$ cat src/include/rob_params.svh
`ifndef ROB_PARAMS_SVH
`define ROB_PARAMS_SVH

// operand and result width
`define XLEN 32

// reorder buffer entries, tag is an entry index
`define ROB_DEPTH 8
`define TAG_W 3

// cycles the multiplier stays in its busy state
`define MUL_LAT 3

`endif

$ cat src/source/rob_types_pkg.sv
package rob_types_pkg;

	// decoded operation, also selects the execution unit
	typedef enum logic [2:0] {
		op_add = 3'd0,
		op_sub = 3'd1,
		op_xor = 3'd2,
		op_mul = 3'd3,
		op_beq = 3'd4,
		op_bne = 3'd5
	} opcode_t;

	// multiplier sequencing
	typedef enum logic [1:0] {
		mult_idle = 2'd0,
		mult_busy = 2'd1,
		mult_done = 2'd2
	} mult_state_t;

endpackage : rob_types_pkg

$ cat src/source/alu_unit.sv
`timescale 1ns/1ps
`include "rob_params.svh"

module alu_unit (
	input  logic                   clk,
	input  logic                   rst,
	input  logic                   load_i,
	input  rob_types_pkg::opcode_t op_i,
	input  logic [`XLEN-1:0]       a_i,
	input  logic [`XLEN-1:0]       b_i,
	input  logic [`TAG_W-1:0]      tag_i,
	input  logic                   flush_i,
	input  logic                   grant_i,
	output logic                   req_o,
	output logic [`TAG_W-1:0]      tag_o,
	output logic [`XLEN-1:0]       data_o,
	output logic                   busy_o
);
	import rob_types_pkg::*;

	logic pending;

	// request stays up until the bus takes it
	always_ff @(posedge clk) begin
		if (rst || flush_i) begin
			pending <= 1'b0;
		end else if (load_i) begin
			pending <= 1'b1;
		end else if (grant_i) begin
			pending <= 1'b0;
		end
	end

	always_ff @(posedge clk) begin
		if (load_i) begin
			tag_o <= tag_i;
			case (op_i)
				op_sub:  data_o <= a_i - b_i;
				op_xor:  data_o <= a_i ^ b_i;
				default: data_o <= a_i + b_i;
			endcase
		end
	end

	assign req_o  = pending;
	assign busy_o = pending;

endmodule : alu_unit

$ cat src/source/branch_unit.sv
`timescale 1ns/1ps
`include "rob_params.svh"

module branch_unit (
	input  logic                   clk,
	input  logic                   rst,
	input  logic                   load_i,
	input  rob_types_pkg::opcode_t op_i,
	input  logic [`XLEN-1:0]       a_i,
	input  logic [`XLEN-1:0]       b_i,
	input  logic [`XLEN-1:0]       imm_i,
	input  logic [`XLEN-1:0]       pc_i,
	input  logic [`TAG_W-1:0]      tag_i,
	input  logic                   flush_i,
	input  logic                   grant_i,
	output logic                   req_o,
	output logic [`TAG_W-1:0]      tag_o,
	output logic [`XLEN-1:0]       data_o,
	output logic                   taken_o,
	output logic                   busy_o
);
	import rob_types_pkg::*;

	logic pending;
	logic cond;

	// bne is the inverse of beq
	assign cond = (op_i == op_bne) ? (a_i != b_i) : (a_i == b_i);

	always_ff @(posedge clk) begin
		if (rst || flush_i) begin
			pending <= 1'b0;
		end else if (load_i) begin
			pending <= 1'b1;
		end else if (grant_i) begin
			pending <= 1'b0;
		end
	end

	// next pc goes out on the data lines
	always_ff @(posedge clk) begin
		if (load_i) begin
			tag_o   <= tag_i;
			taken_o <= cond;
			data_o  <= cond ? (pc_i + imm_i) : (pc_i + `XLEN'd4);
		end
	end

	assign req_o  = pending;
	assign busy_o = pending;

endmodule : branch_unit

$ cat src/source/cdb_arbiter.sv
`timescale 1ns/1ps
`include "rob_params.svh"

module cdb_arbiter (
	input  logic              clk,
	input  logic              rst,
	input  logic              alu_req_i,
	input  logic [`TAG_W-1:0] alu_tag_i,
	input  logic [`XLEN-1:0]  alu_data_i,
	input  logic              mult_req_i,
	input  logic [`TAG_W-1:0] mult_tag_i,
	input  logic [`XLEN-1:0]  mult_data_i,
	input  logic              br_req_i,
	input  logic [`TAG_W-1:0] br_tag_i,
	input  logic [`XLEN-1:0]  br_data_i,
	input  logic              br_taken_i,
	output logic              alu_grant_o,
	output logic              mult_grant_o,
	output logic              br_grant_o,
	output logic              cdb_valid_o,
	output logic [`TAG_W-1:0] cdb_tag_o,
	output logic [`XLEN-1:0]  cdb_data_o,
	output logic              cdb_taken_o
);
	localparam int N_UNITS = 3;

	// bit 0 alu, bit 1 mult, bit 2 branch
	logic [N_UNITS-1:0] req_vec;
	logic [N_UNITS-1:0] gnt_vec;
	logic [1:0]         prio;
	logic [1:0]         cand;
	logic [1:0]         gnt_idx;

	function automatic logic [1:0] next_unit(input logic [1:0] u);
		return (u == 2'd2) ? 2'd0 : u + 2'd1;
	endfunction

	assign req_vec = {br_req_i, mult_req_i, alu_req_i};

	// search starts at the unit holding priority
	always_comb begin
		gnt_vec = '0;
		gnt_idx = prio;
		cand    = prio;
		for (int i = 0; i < N_UNITS; i++) begin
			if (req_vec[cand] && gnt_vec == '0) begin
				gnt_vec[cand] = 1'b1;
				gnt_idx       = cand;
			end
			cand = next_unit(cand);
		end
	end

	always_ff @(posedge clk) begin
		if (rst) begin
			prio <= 2'd0;
		end else if (|gnt_vec) begin
			prio <= next_unit(gnt_idx);
		end
	end

	assign alu_grant_o  = gnt_vec[0];
	assign mult_grant_o = gnt_vec[1];
	assign br_grant_o   = gnt_vec[2];

	always_comb begin
		cdb_tag_o  = '0;
		cdb_data_o = '0;
		case (gnt_vec)
			3'b001: begin
				cdb_tag_o  = alu_tag_i;
				cdb_data_o = alu_data_i;
			end
			3'b010: begin
				cdb_tag_o  = mult_tag_i;
				cdb_data_o = mult_data_i;
			end
			3'b100: begin
				cdb_tag_o  = br_tag_i;
				cdb_data_o = br_data_i;
			end
			default: ;
		endcase
	end

	assign cdb_valid_o = |gnt_vec;
	assign cdb_taken_o = gnt_vec[2] & br_taken_i;

endmodule : cdb_arbiter

$ cat src/source/mult_unit.sv
`timescale 1ns/1ps
`include "rob_params.svh"

module mult_unit (
	input  logic              clk,
	input  logic              rst,
	input  logic              load_i,
	input  logic [`XLEN-1:0]  a_i,
	input  logic [`XLEN-1:0]  b_i,
	input  logic [`TAG_W-1:0] tag_i,
	input  logic              flush_i,
	input  logic              grant_i,
	output logic              req_o,
	output logic [`TAG_W-1:0] tag_o,
	output logic [`XLEN-1:0]  data_o,
	output logic              busy_o
);
	import rob_types_pkg::*;

	localparam int CNT_W = $clog2(`MUL_LAT + 1);

	mult_state_t      state;
	logic [CNT_W-1:0] cycle_cnt;
	logic [`XLEN-1:0] op_a;
	logic [`XLEN-1:0] op_b;

	always_ff @(posedge clk) begin
		if (rst || flush_i) begin
			state     <= mult_idle;
			cycle_cnt <= '0;
		end else begin
			case (state)
				mult_idle: begin
					if (load_i) begin
						state     <= mult_busy;
						cycle_cnt <= '0;
					end
				end
				mult_busy: begin
					// leave after MUL_LAT cycles in here
					if (cycle_cnt == CNT_W'(`MUL_LAT - 1)) begin
						state <= mult_done;
					end else begin
						cycle_cnt <= cycle_cnt + 1'b1;
					end
				end
				mult_done: begin
					if (grant_i) begin
						state <= mult_idle;
					end
				end
				default: state <= mult_idle;
			endcase
		end
	end

	always_ff @(posedge clk) begin
		if (load_i) begin
			op_a  <= a_i;
			op_b  <= b_i;
			tag_o <= tag_i;
		end
		// low XLEN bits of the product only
		if (state == mult_busy) begin
			data_o <= op_a * op_b;
		end
	end

	assign req_o  = (state == mult_done);
	assign busy_o = (state != mult_idle);

endmodule : mult_unit

$ cat src/source/reorder_buffer.sv
`timescale 1ns/1ps
`include "rob_params.svh"

module reorder_buffer (
	input  logic                 clk,
	input  logic                 rst,
	input  logic                 dispatch_valid_i,
	input  rob_types_pkg::opcode_t dispatch_op_i,
	input  logic [`XLEN-1:0]     dispatch_pc_i,
	input  logic [4:0]           dispatch_rd_i,
	input  logic                 dispatch_pred_i,
	input  logic                 alu_busy_i,
	input  logic                 mult_busy_i,
	input  logic                 br_busy_i,
	output logic                 dispatch_ready_o,
	output logic                 alu_load_o,
	output logic                 mult_load_o,
	output logic                 br_load_o,
	output logic [`TAG_W-1:0]    issue_tag_o,
	input  logic                 cdb_valid_i,
	input  logic [`TAG_W-1:0]    cdb_tag_i,
	input  logic [`XLEN-1:0]     cdb_data_i,
	input  logic                 cdb_taken_i,
	output logic                 unit_flush_o,
	output logic                 commit_valid_o,
	output logic [4:0]           commit_rd_o,
	output logic [`XLEN-1:0]     commit_data_o,
	output logic                 br_valid_o,
	output logic                 br_taken_o,
	output logic [`XLEN-1:0]     br_pc_o,
	output logic                 flush_valid_o,
	output logic [`XLEN-1:0]     flush_pc_o
);
	import rob_types_pkg::*;

	// entry storage
	opcode_t          ent_op    [`ROB_DEPTH];
	logic [`XLEN-1:0] ent_pc    [`ROB_DEPTH];
	logic [4:0]       ent_rd    [`ROB_DEPTH];
	logic             ent_pred  [`ROB_DEPTH];
	logic [`XLEN-1:0] ent_data  [`ROB_DEPTH];
	logic             ent_taken [`ROB_DEPTH];
	logic             ent_ready [`ROB_DEPTH];
	logic             ent_valid [`ROB_DEPTH];

	logic [`TAG_W-1:0] head;
	logic [`TAG_W-1:0] tail;
	logic [`TAG_W:0]   count;

	logic full;
	logic alu_sel;
	logic mult_sel;
	logic br_sel;
	logic unit_free;
	logic fire;
	logic retire;
	logic head_is_br;
	logic head_mispred;

	// route the incoming opcode to its unit
	always_comb begin
		alu_sel  = 1'b0;
		mult_sel = 1'b0;
		br_sel   = 1'b0;
		case (dispatch_op_i)
			op_add, op_sub, op_xor: alu_sel = 1'b1;
			op_mul:                 mult_sel = 1'b1;
			op_beq, op_bne:         br_sel = 1'b1;
			default: ;
		endcase
	end

	assign full      = (count == `ROB_DEPTH);
	assign unit_free = (alu_sel & ~alu_busy_i) | (mult_sel & ~mult_busy_i) | (br_sel & ~br_busy_i);

	assign retire       = ent_valid[head] & ent_ready[head];
	assign head_is_br   = (ent_op[head] == op_beq) || (ent_op[head] == op_bne);
	// branches resolve only at the head, so a wrong guess kills everything younger
	assign head_mispred = retire & head_is_br & (ent_taken[head] != ent_pred[head]);

	assign dispatch_ready_o = ~full & unit_free & ~head_mispred;
	assign fire             = dispatch_valid_i & dispatch_ready_o;

	assign alu_load_o   = fire & alu_sel;
	assign mult_load_o  = fire & mult_sel;
	assign br_load_o    = fire & br_sel;
	assign issue_tag_o  = tail;
	assign unit_flush_o = head_mispred;

	// pointers and entry status
	always_ff @(posedge clk) begin
		if (rst || head_mispred) begin
			head  <= '0;
			tail  <= '0;
			count <= '0;
			for (int i = 0; i < `ROB_DEPTH; i++) begin
				ent_valid[i] <= 1'b0;
				ent_ready[i] <= 1'b0;
			end
		end else begin
			if (fire) begin
				ent_valid[tail] <= 1'b1;
				ent_ready[tail] <= 1'b0;
				tail            <= tail + 1'b1;
			end
			// results only land on live entries
			if (cdb_valid_i && ent_valid[cdb_tag_i]) begin
				ent_ready[cdb_tag_i] <= 1'b1;
			end
			if (retire) begin
				ent_valid[head] <= 1'b0;
				ent_ready[head] <= 1'b0;
				head            <= head + 1'b1;
			end
			case ({fire, retire})
				2'b10:   count <= count + 1'b1;
				2'b01:   count <= count - 1'b1;
				default: count <= count;
			endcase
		end
	end

	// entry payload
	always_ff @(posedge clk) begin
		if (fire) begin
			ent_op[tail]   <= dispatch_op_i;
			ent_pc[tail]   <= dispatch_pc_i;
			ent_rd[tail]   <= dispatch_rd_i;
			ent_pred[tail] <= dispatch_pred_i;
		end
		if (cdb_valid_i) begin
			ent_data[cdb_tag_i]  <= cdb_data_i;
			ent_taken[cdb_tag_i] <= cdb_taken_i;
		end
	end

	// registered retire outputs, one cycle wide
	always_ff @(posedge clk) begin
		if (rst) begin
			commit_valid_o <= 1'b0;
			br_valid_o     <= 1'b0;
			flush_valid_o  <= 1'b0;
		end else begin
			commit_valid_o <= retire & ~head_is_br;
			br_valid_o     <= retire & head_is_br;
			flush_valid_o  <= head_mispred;
		end
	end

	// br_pc_o is the branch's own address, flush_pc_o the resolved next pc
	always_ff @(posedge clk) begin
		if (retire) begin
			commit_rd_o   <= ent_rd[head];
			commit_data_o <= ent_data[head];
			br_taken_o    <= ent_taken[head];
			br_pc_o       <= ent_pc[head];
			flush_pc_o    <= ent_data[head];
		end
	end

endmodule : reorder_buffer

$ cat src/source/rob_core_top.sv
`timescale 1ns/1ps
`include "rob_params.svh"

module rob_core_top (
	input  logic                   clk,
	input  logic                   rst,
	input  logic                   dispatch_valid_i,
	input  rob_types_pkg::opcode_t dispatch_op_i,
	input  logic [`XLEN-1:0]       dispatch_a_i,
	input  logic [`XLEN-1:0]       dispatch_b_i,
	input  logic [`XLEN-1:0]       dispatch_imm_i,
	input  logic [`XLEN-1:0]       dispatch_pc_i,
	input  logic [4:0]             dispatch_rd_i,
	input  logic                   dispatch_pred_i,
	output logic                   dispatch_ready_o,
	output logic                   commit_valid_o,
	output logic [4:0]             commit_rd_o,
	output logic [`XLEN-1:0]       commit_data_o,
	output logic                   br_valid_o,
	output logic                   br_taken_o,
	output logic [`XLEN-1:0]       br_pc_o,
	output logic                   flush_valid_o,
	output logic [`XLEN-1:0]       flush_pc_o
);
	logic alu_load, mult_load, br_load;
	logic alu_busy, mult_busy, br_busy;
	logic alu_req, mult_req, br_req;
	logic alu_grant, mult_grant, br_grant;
	logic unit_flush;
	logic br_taken;
	logic cdb_valid;
	logic cdb_taken;
	logic [`TAG_W-1:0] issue_tag;
	logic [`TAG_W-1:0] alu_tag, mult_tag, br_tag, cdb_tag;
	logic [`XLEN-1:0]  alu_data, mult_data, br_data, cdb_data;

	reorder_buffer u_rob (
		.clk, .rst,
		.dispatch_valid_i, .dispatch_op_i, .dispatch_pc_i, .dispatch_rd_i, .dispatch_pred_i,
		.alu_busy_i(alu_busy), .mult_busy_i(mult_busy), .br_busy_i(br_busy),
		.dispatch_ready_o,
		.alu_load_o(alu_load), .mult_load_o(mult_load), .br_load_o(br_load),
		.issue_tag_o(issue_tag),
		.cdb_valid_i(cdb_valid), .cdb_tag_i(cdb_tag), .cdb_data_i(cdb_data),
		.cdb_taken_i(cdb_taken),
		.unit_flush_o(unit_flush),
		.commit_valid_o, .commit_rd_o, .commit_data_o,
		.br_valid_o, .br_taken_o, .br_pc_o,
		.flush_valid_o, .flush_pc_o
	);

	// operands come straight from the dispatch port
	alu_unit u_alu (
		.clk, .rst, .load_i(alu_load), .op_i(dispatch_op_i),
		.a_i(dispatch_a_i), .b_i(dispatch_b_i), .tag_i(issue_tag),
		.flush_i(unit_flush), .grant_i(alu_grant),
		.req_o(alu_req), .tag_o(alu_tag), .data_o(alu_data), .busy_o(alu_busy)
	);

	mult_unit u_mult (
		.clk, .rst, .load_i(mult_load),
		.a_i(dispatch_a_i), .b_i(dispatch_b_i), .tag_i(issue_tag),
		.flush_i(unit_flush), .grant_i(mult_grant),
		.req_o(mult_req), .tag_o(mult_tag), .data_o(mult_data), .busy_o(mult_busy)
	);

	branch_unit u_br (
		.clk, .rst, .load_i(br_load), .op_i(dispatch_op_i),
		.a_i(dispatch_a_i), .b_i(dispatch_b_i), .imm_i(dispatch_imm_i), .pc_i(dispatch_pc_i),
		.tag_i(issue_tag), .flush_i(unit_flush), .grant_i(br_grant),
		.req_o(br_req), .tag_o(br_tag), .data_o(br_data), .taken_o(br_taken),
		.busy_o(br_busy)
	);

	cdb_arbiter u_arb (
		.clk, .rst,
		.alu_req_i(alu_req), .alu_tag_i(alu_tag), .alu_data_i(alu_data),
		.mult_req_i(mult_req), .mult_tag_i(mult_tag), .mult_data_i(mult_data),
		.br_req_i(br_req), .br_tag_i(br_tag), .br_data_i(br_data), .br_taken_i(br_taken),
		.alu_grant_o(alu_grant), .mult_grant_o(mult_grant), .br_grant_o(br_grant),
		.cdb_valid_o(cdb_valid), .cdb_tag_o(cdb_tag), .cdb_data_o(cdb_data),
		.cdb_taken_o(cdb_taken)
	);

endmodule : rob_core_top

$ cat config.mk
export PLATFORM = sky130hd
export DESIGN_NAME = rob_core_top
export DESIGN_NICKNAME = d
export VERILOG_FILES = /design/src/source/rob_types_pkg.sv /design/src/source/alu_unit.sv /design/src/source/branch_unit.sv /design/src/source/cdb_arbiter.sv /design/src/source/mult_unit.sv /design/src/source/reorder_buffer.sv /design/src/source/rob_core_top.sv
export VERILOG_INCLUDE_DIRS = /design/src /design/src/include
export SDC_FILE = /design/constraint.sdc
export NUM_CORES = 2
export LEC_CHECK = 0
export ABC_AREA = 1
export BUFFER_PORTS_ARGS = -buffer_cell sky130_fd_sc_hd__buf_2
export CAP_MARGIN = 20
export CORE_MARGIN = 2
export CORE_UTILIZATION = 57
export DETAILED_ROUTE_END_ITERATION = 7
export GPL_TIMING_DRIVEN = 0
export PLACE_DENSITY = 0.78
export SETUP_SLACK_MARGIN = 0.02
export SKIP_LAST_GASP = 1
export SLEW_MARGIN = 0
export SYNTH_ARGS = -nofsm -noshare
export SYNTH_HDL_FRONTEND = slang
export SYNTH_HIERARCHICAL = 1
export SYNTH_SLANG_ARGS = --single-unit
$ cat constraint.sdc
create_clock -name clk -period 7.1 [get_ports clk]
set_input_delay 1.42 -clock clk [delete_from_list [all_inputs] [get_ports clk]]
set_output_delay 1.42 -clock clk [all_outputs]
set_load 0.03 [all_outputs]
==> out/metrics.csv <==
stage;metric;value;unit
place;placed cell count;7385;
drt;vias per cell;5.80;
sta;final setup violation count;0;
yosys;Synth area leader;edfxtp_1;
sta;hold_ws;0.466;ns
clocking;H-Tree Depth;3;
yosys;Post-Syn Area per Cell;9.71;um^2
floorplan;Ports;246;
power_and_ir_drop;Leakage;29.3;nW
power_and_ir_drop;worst vdd ir;0.000645;V
cells_and_area;Non-Filler Instances;7581;
floorplan;Die Wd;318;um
place;detailed placement HPWL;139000;um
sta;worst slew pin tran;1.23;ns
floorplan;Die Y-Extent;318;um
hold_path;class of the worst hold path;reg2reg;
drt;via count;44000;
place;IO Port Bufs;245;
sta;Rel. slew slack;0.177;
drt;initial DRC count;5698;
global_routing;largest net degree at the start of global routing;79;
sta;final cycle utilization of the critical path;0.986;
yosys;top cells by area, synth;edfxtp_1 (44%), fa_1 (15%), nand2_1 (11%);
clocking;root buffer cell;clkbuf_16;
drt;routed len/inst;24.1;um
sta;Final WS setup;0.101;ns
floorplan;die area;0.101;mm^2
drt;First-pass DRT Iterations;7;
yosys;area share of the largest cell type after synthesis;0.440;
critical_path;Critical Path Start Type;flop;
power_and_ir_drop;total power;0.0209;W
critical_path;Req. time, crit path;7.57;ns
drt;Final ANT Viol Nets;0;
critical_path;crit end category;flop;
yosys;#FFs+latches synth;864;
yosys;ys async rst share;0;
global_routing;total congestion overflow;0;
cells_and_area;Syn-to-layout area delta;13.2;%
clocking;Worst-path clk slew;0.06;ns
yosys;post-synthesis net count;6539;
sta;Final min period;7.00;ns
clocking;Num CTS Buffers;87;
floorplan;core footprint;0.0981;mm^2
sta;pins over their slew limit;0;
drt;DRT Wirelength;183000;um
global_routing;vias in the first global route;43600;
status;status;completed;
floorplan;row count;115;
yosys;synthesized area;0.0563;mm^2
global_routing;global-route wire length before repair;269000;um
clocking;clock tree buffer depth;3;
global_routing;Total Routing Usage GR;0.361;
sta;final clock skew;0.0554;ns
yosys;EDFF count, synth;824;
place;GP Congestion;1.01;
drt;drt drc;0;
sta;fmax;143;MHz
critical_path;Worst Path Max Fanout;4;
floorplan;initial core utilization;0.573;
sta;Final TNS setup;0;ns
critical_path;Setup CP Type;reg2reg;
yosys;Top FF cell, synth;edfxtp_1;
hold_path;hold path depth;2;
clocking;Worst-Skew Late Latency;0.70;ns
yosys;Syn Inst Count;5795;
cells_and_area;fillcell total;7591;
yosys;Netlist cell types;62;
global_routing;initial antenna violation count;7;
job;max cap viols;0;
power_and_ir_drop;PD cells;328;mW/mm^2
critical_path;WP data arrival;7.47;ns
yosys;sequential area share after synthesis;0.454;
clocking;TritonCTS clock tree;yes;
cells_and_area;share of post-route cells with drive strength above 1;0.135;
clocking;CTS sink count;864;
sta;Fin. Hold Viols;0;
critical_path;Reg2Reg Depth;23;
yosys;Synthesis Warnings;6;
place;Place WS;-1.47;ns
cells_and_area;Layout Nets;6964;
routing by layer:
layer | share of wire | up-vias | wire length [um] | track usage
met5 | 0.00026 | - | 48 | 0
met2 | 0.47 | 2873 | 85100 | 0.587
met4 | 0.069 | 8 | 12600 | 0.209
met1 | 0.36 | 21100 | 65100 | 0.451
met3 | 0.11 | 648 | 19800 | 0.0713
li1 | - | 19400 | - | -
registers in the layout, summed over array words and instances (netlist names), 5 cells and up, named ones only:
name and cells:
u_rob/ent_data 256, u_rob/ent_pc 256, u_rob/ent_rd 40, u_alu/data_o 32, u_br/data_o 32, u_mult/data_o 32
u_mult/op_a 32, u_mult/op_b 32, u_rob/br_pc_o 32, u_rob/commit_data_o 32, u_rob/ent_op 16, u_rob/ent_pred 8
u_rob/ent_ready 8, u_rob/ent_taken 8, u_rob/ent_valid 8, u_rob/commit_rd_o 5
worst paths after layout:
path,from,to,slack (ns)
setup / recovery,u_mult/op_b[2]$_DFFE_PP_,u_mult/data_o[29]$_DFFE_PP_,0.10
hold / removal,u_rob/count[0]$_SDFFE_PP0P_,u_rob/count[0]$_SDFFE_PP0P_,0.47
setup reg to reg,u_mult/op_b[2]$_DFFE_PP_,u_mult/data_o[29]$_DFFE_PP_,0.10
hold reg to reg,u_rob/count[0]$_SDFFE_PP0P_,u_rob/count[0]$_SDFFE_PP0P_,0.47
where the power goes:
group	leakage (nW)	switching, W	total (W)	internal, W
clock network	1.36	0.00205	0.00455	0.00250
registers	7.83	0.000121	0.00684	0.00671
logic	20.1	0.00624	0.00950	0.00325
total	29.3	0.00841	0.0209	0.0125
cell usage after synthesis, types with 3 or more instances:
| cell | n |
|---|---|
| buf_1 | 9 |
| xnor2_1 | 78 |
| nor2_2 | 6 |
| or2_0 | 6 |
| o2111ai_1 | 3 |
| o21ai_0 | 31 |
| nor3_2 | 16 |
| a31oi_1 | 3 |
| and2_1 | 7 |
| edfxtp_1 | 824 |
| a21o_1 | 7 |
| nand2_4 | 6 |
| nand4_1 | 84 |
| nor2_1 | 227 |
| o21bai_1 | 13 |
| ha_1 | 193 |
| a21oi_1 | 107 |
| nand3_2 | 17 |
| nand3b_1 | 10 |
| fa_1 | 411 |
| clkbuf_1 | 115 |
| xor2_1 | 97 |
| buf_2 | 43 |
| nor3_1 | 36 |
| nand2_2 | 27 |
| nand2_1 | 1686 |
| dfxtp_1 | 40 |
| inv_2 | 19 |
| o21bai_2 | 3 |
| nor2_4 | 7 |
| buf_4 | 61 |
| buf_6 | 9 |
| a221oi_1 | 49 |
| a211oi_1 | 3 |
| o21ai_2 | 7 |
| nand3_1 | 266 |
| a22o_1 | 49 |
| a21oi_2 | 16 |
| nor4_1 | 9 |
| a22oi_1 | 102 |
| o21ai_1 | 17 |
| inv_1 | 1048 |
| nand3_4 | 5 |
per-stage QoR:
| step | cell area, um^2 | utilization |
|---|---|---|
| after floorplan | 56300 | - |
| after global placement | 59100 | 0.602 |
| after detailed placement | 59800 | 0.610 |
| after CTS | 63200 | 0.644 |
| after global routing | 63700 | 0.649 |
| final | 63700 | 0.649 |
cells by family after synthesis:
family                     count (synthesis)  synth area share
AOI/OAI and AO/OA                        416            0.0516
xor gates and xnor gates                 175            0.0272
adders and majority gates                604             0.189
buffers and inverters                   1308            0.0939
DFF                                      864             0.454
muxes                                      1          0.000178
and+or+nand+nor                         2427             0.184
worst max-delay path: stages, from the launching register on:
cell	delay, ns
edfxtp_1	0.46
clkbuf_8	0.21
buf_4	0.16
nand2_1	0.06
inv_1	0.07
fa_1	0.55
inv_1	0.05
fa_1	0.50
fa_1	0.48
fa_1	0.57
inv_1	0.06
fa_1	0.48
fa_1	0.51
fa_1	0.53
fa_1	0.63
ha_4	0.25
a21oi_2	0.17
o21ai_0	0.10
a21oi_1	0.20
nand3_2	0.12
nand2_1	0.09
nand2_2	0.08
a31oi_4	0.17
xor2_2	0.27
timing repair:
action                     in CTS  in global routing
hold endpoints to repair        0                  0
setup endpoints to repair      15                  7
buffers inserted               17                 19
hold buffers                    0                  0
pin swaps                       1                 34
gates resized for setup       135                123
cell usage in the layout, fill, tap and decap left out, types with 15 or more instances in the layout:
master,synthesis,layout
a21oi_2,16,25
fa_1,411,402
nor2_1,227,214
a221oi_1,49,49
clkinv_1,1,16
nand3_2,17,19
o21ai_0,31,29
inv_1,1048,1047
ha_1,193,182
buf_4,61,150
clkbuf_16,0,88
nor3_1,36,34
xor2_1,97,94
buf_2,43,288
nor2_4,7,19
a22o_1,49,49
edfxtp_1,824,824
nand2_1,1686,1680
a22oi_1,102,102
nand3_1,266,264
nand2_2,27,33
o21ai_1,17,19
buf_6,9,26
xnor2_1,78,76
clkinv_2,0,15
dfxtp_1,40,40
a21oi_1,107,98
nand4_1,84,84
inv_2,19,20
nor3_2,16,17
clkbuf_1,115,74
layout make-up:
type                            instances  area [um^2]  share of cell area
Clock buffer                          107         2260              0.0355
Clock inverter                         54          591             0.00927
Buffer                                234         1610              0.0253
Multi-Input combinational cell       3623        25900               0.406
Tap cell                             1287         1610              0.0253
Sequential cell                       864        25500               0.401
Antenna cell                            2         5.00           0.0000786
Timing Repair Buffer                  341         2160              0.0339
Inverter                             1069         4020              0.0631
Note: power is estimated with default switching activity, not from simulation.
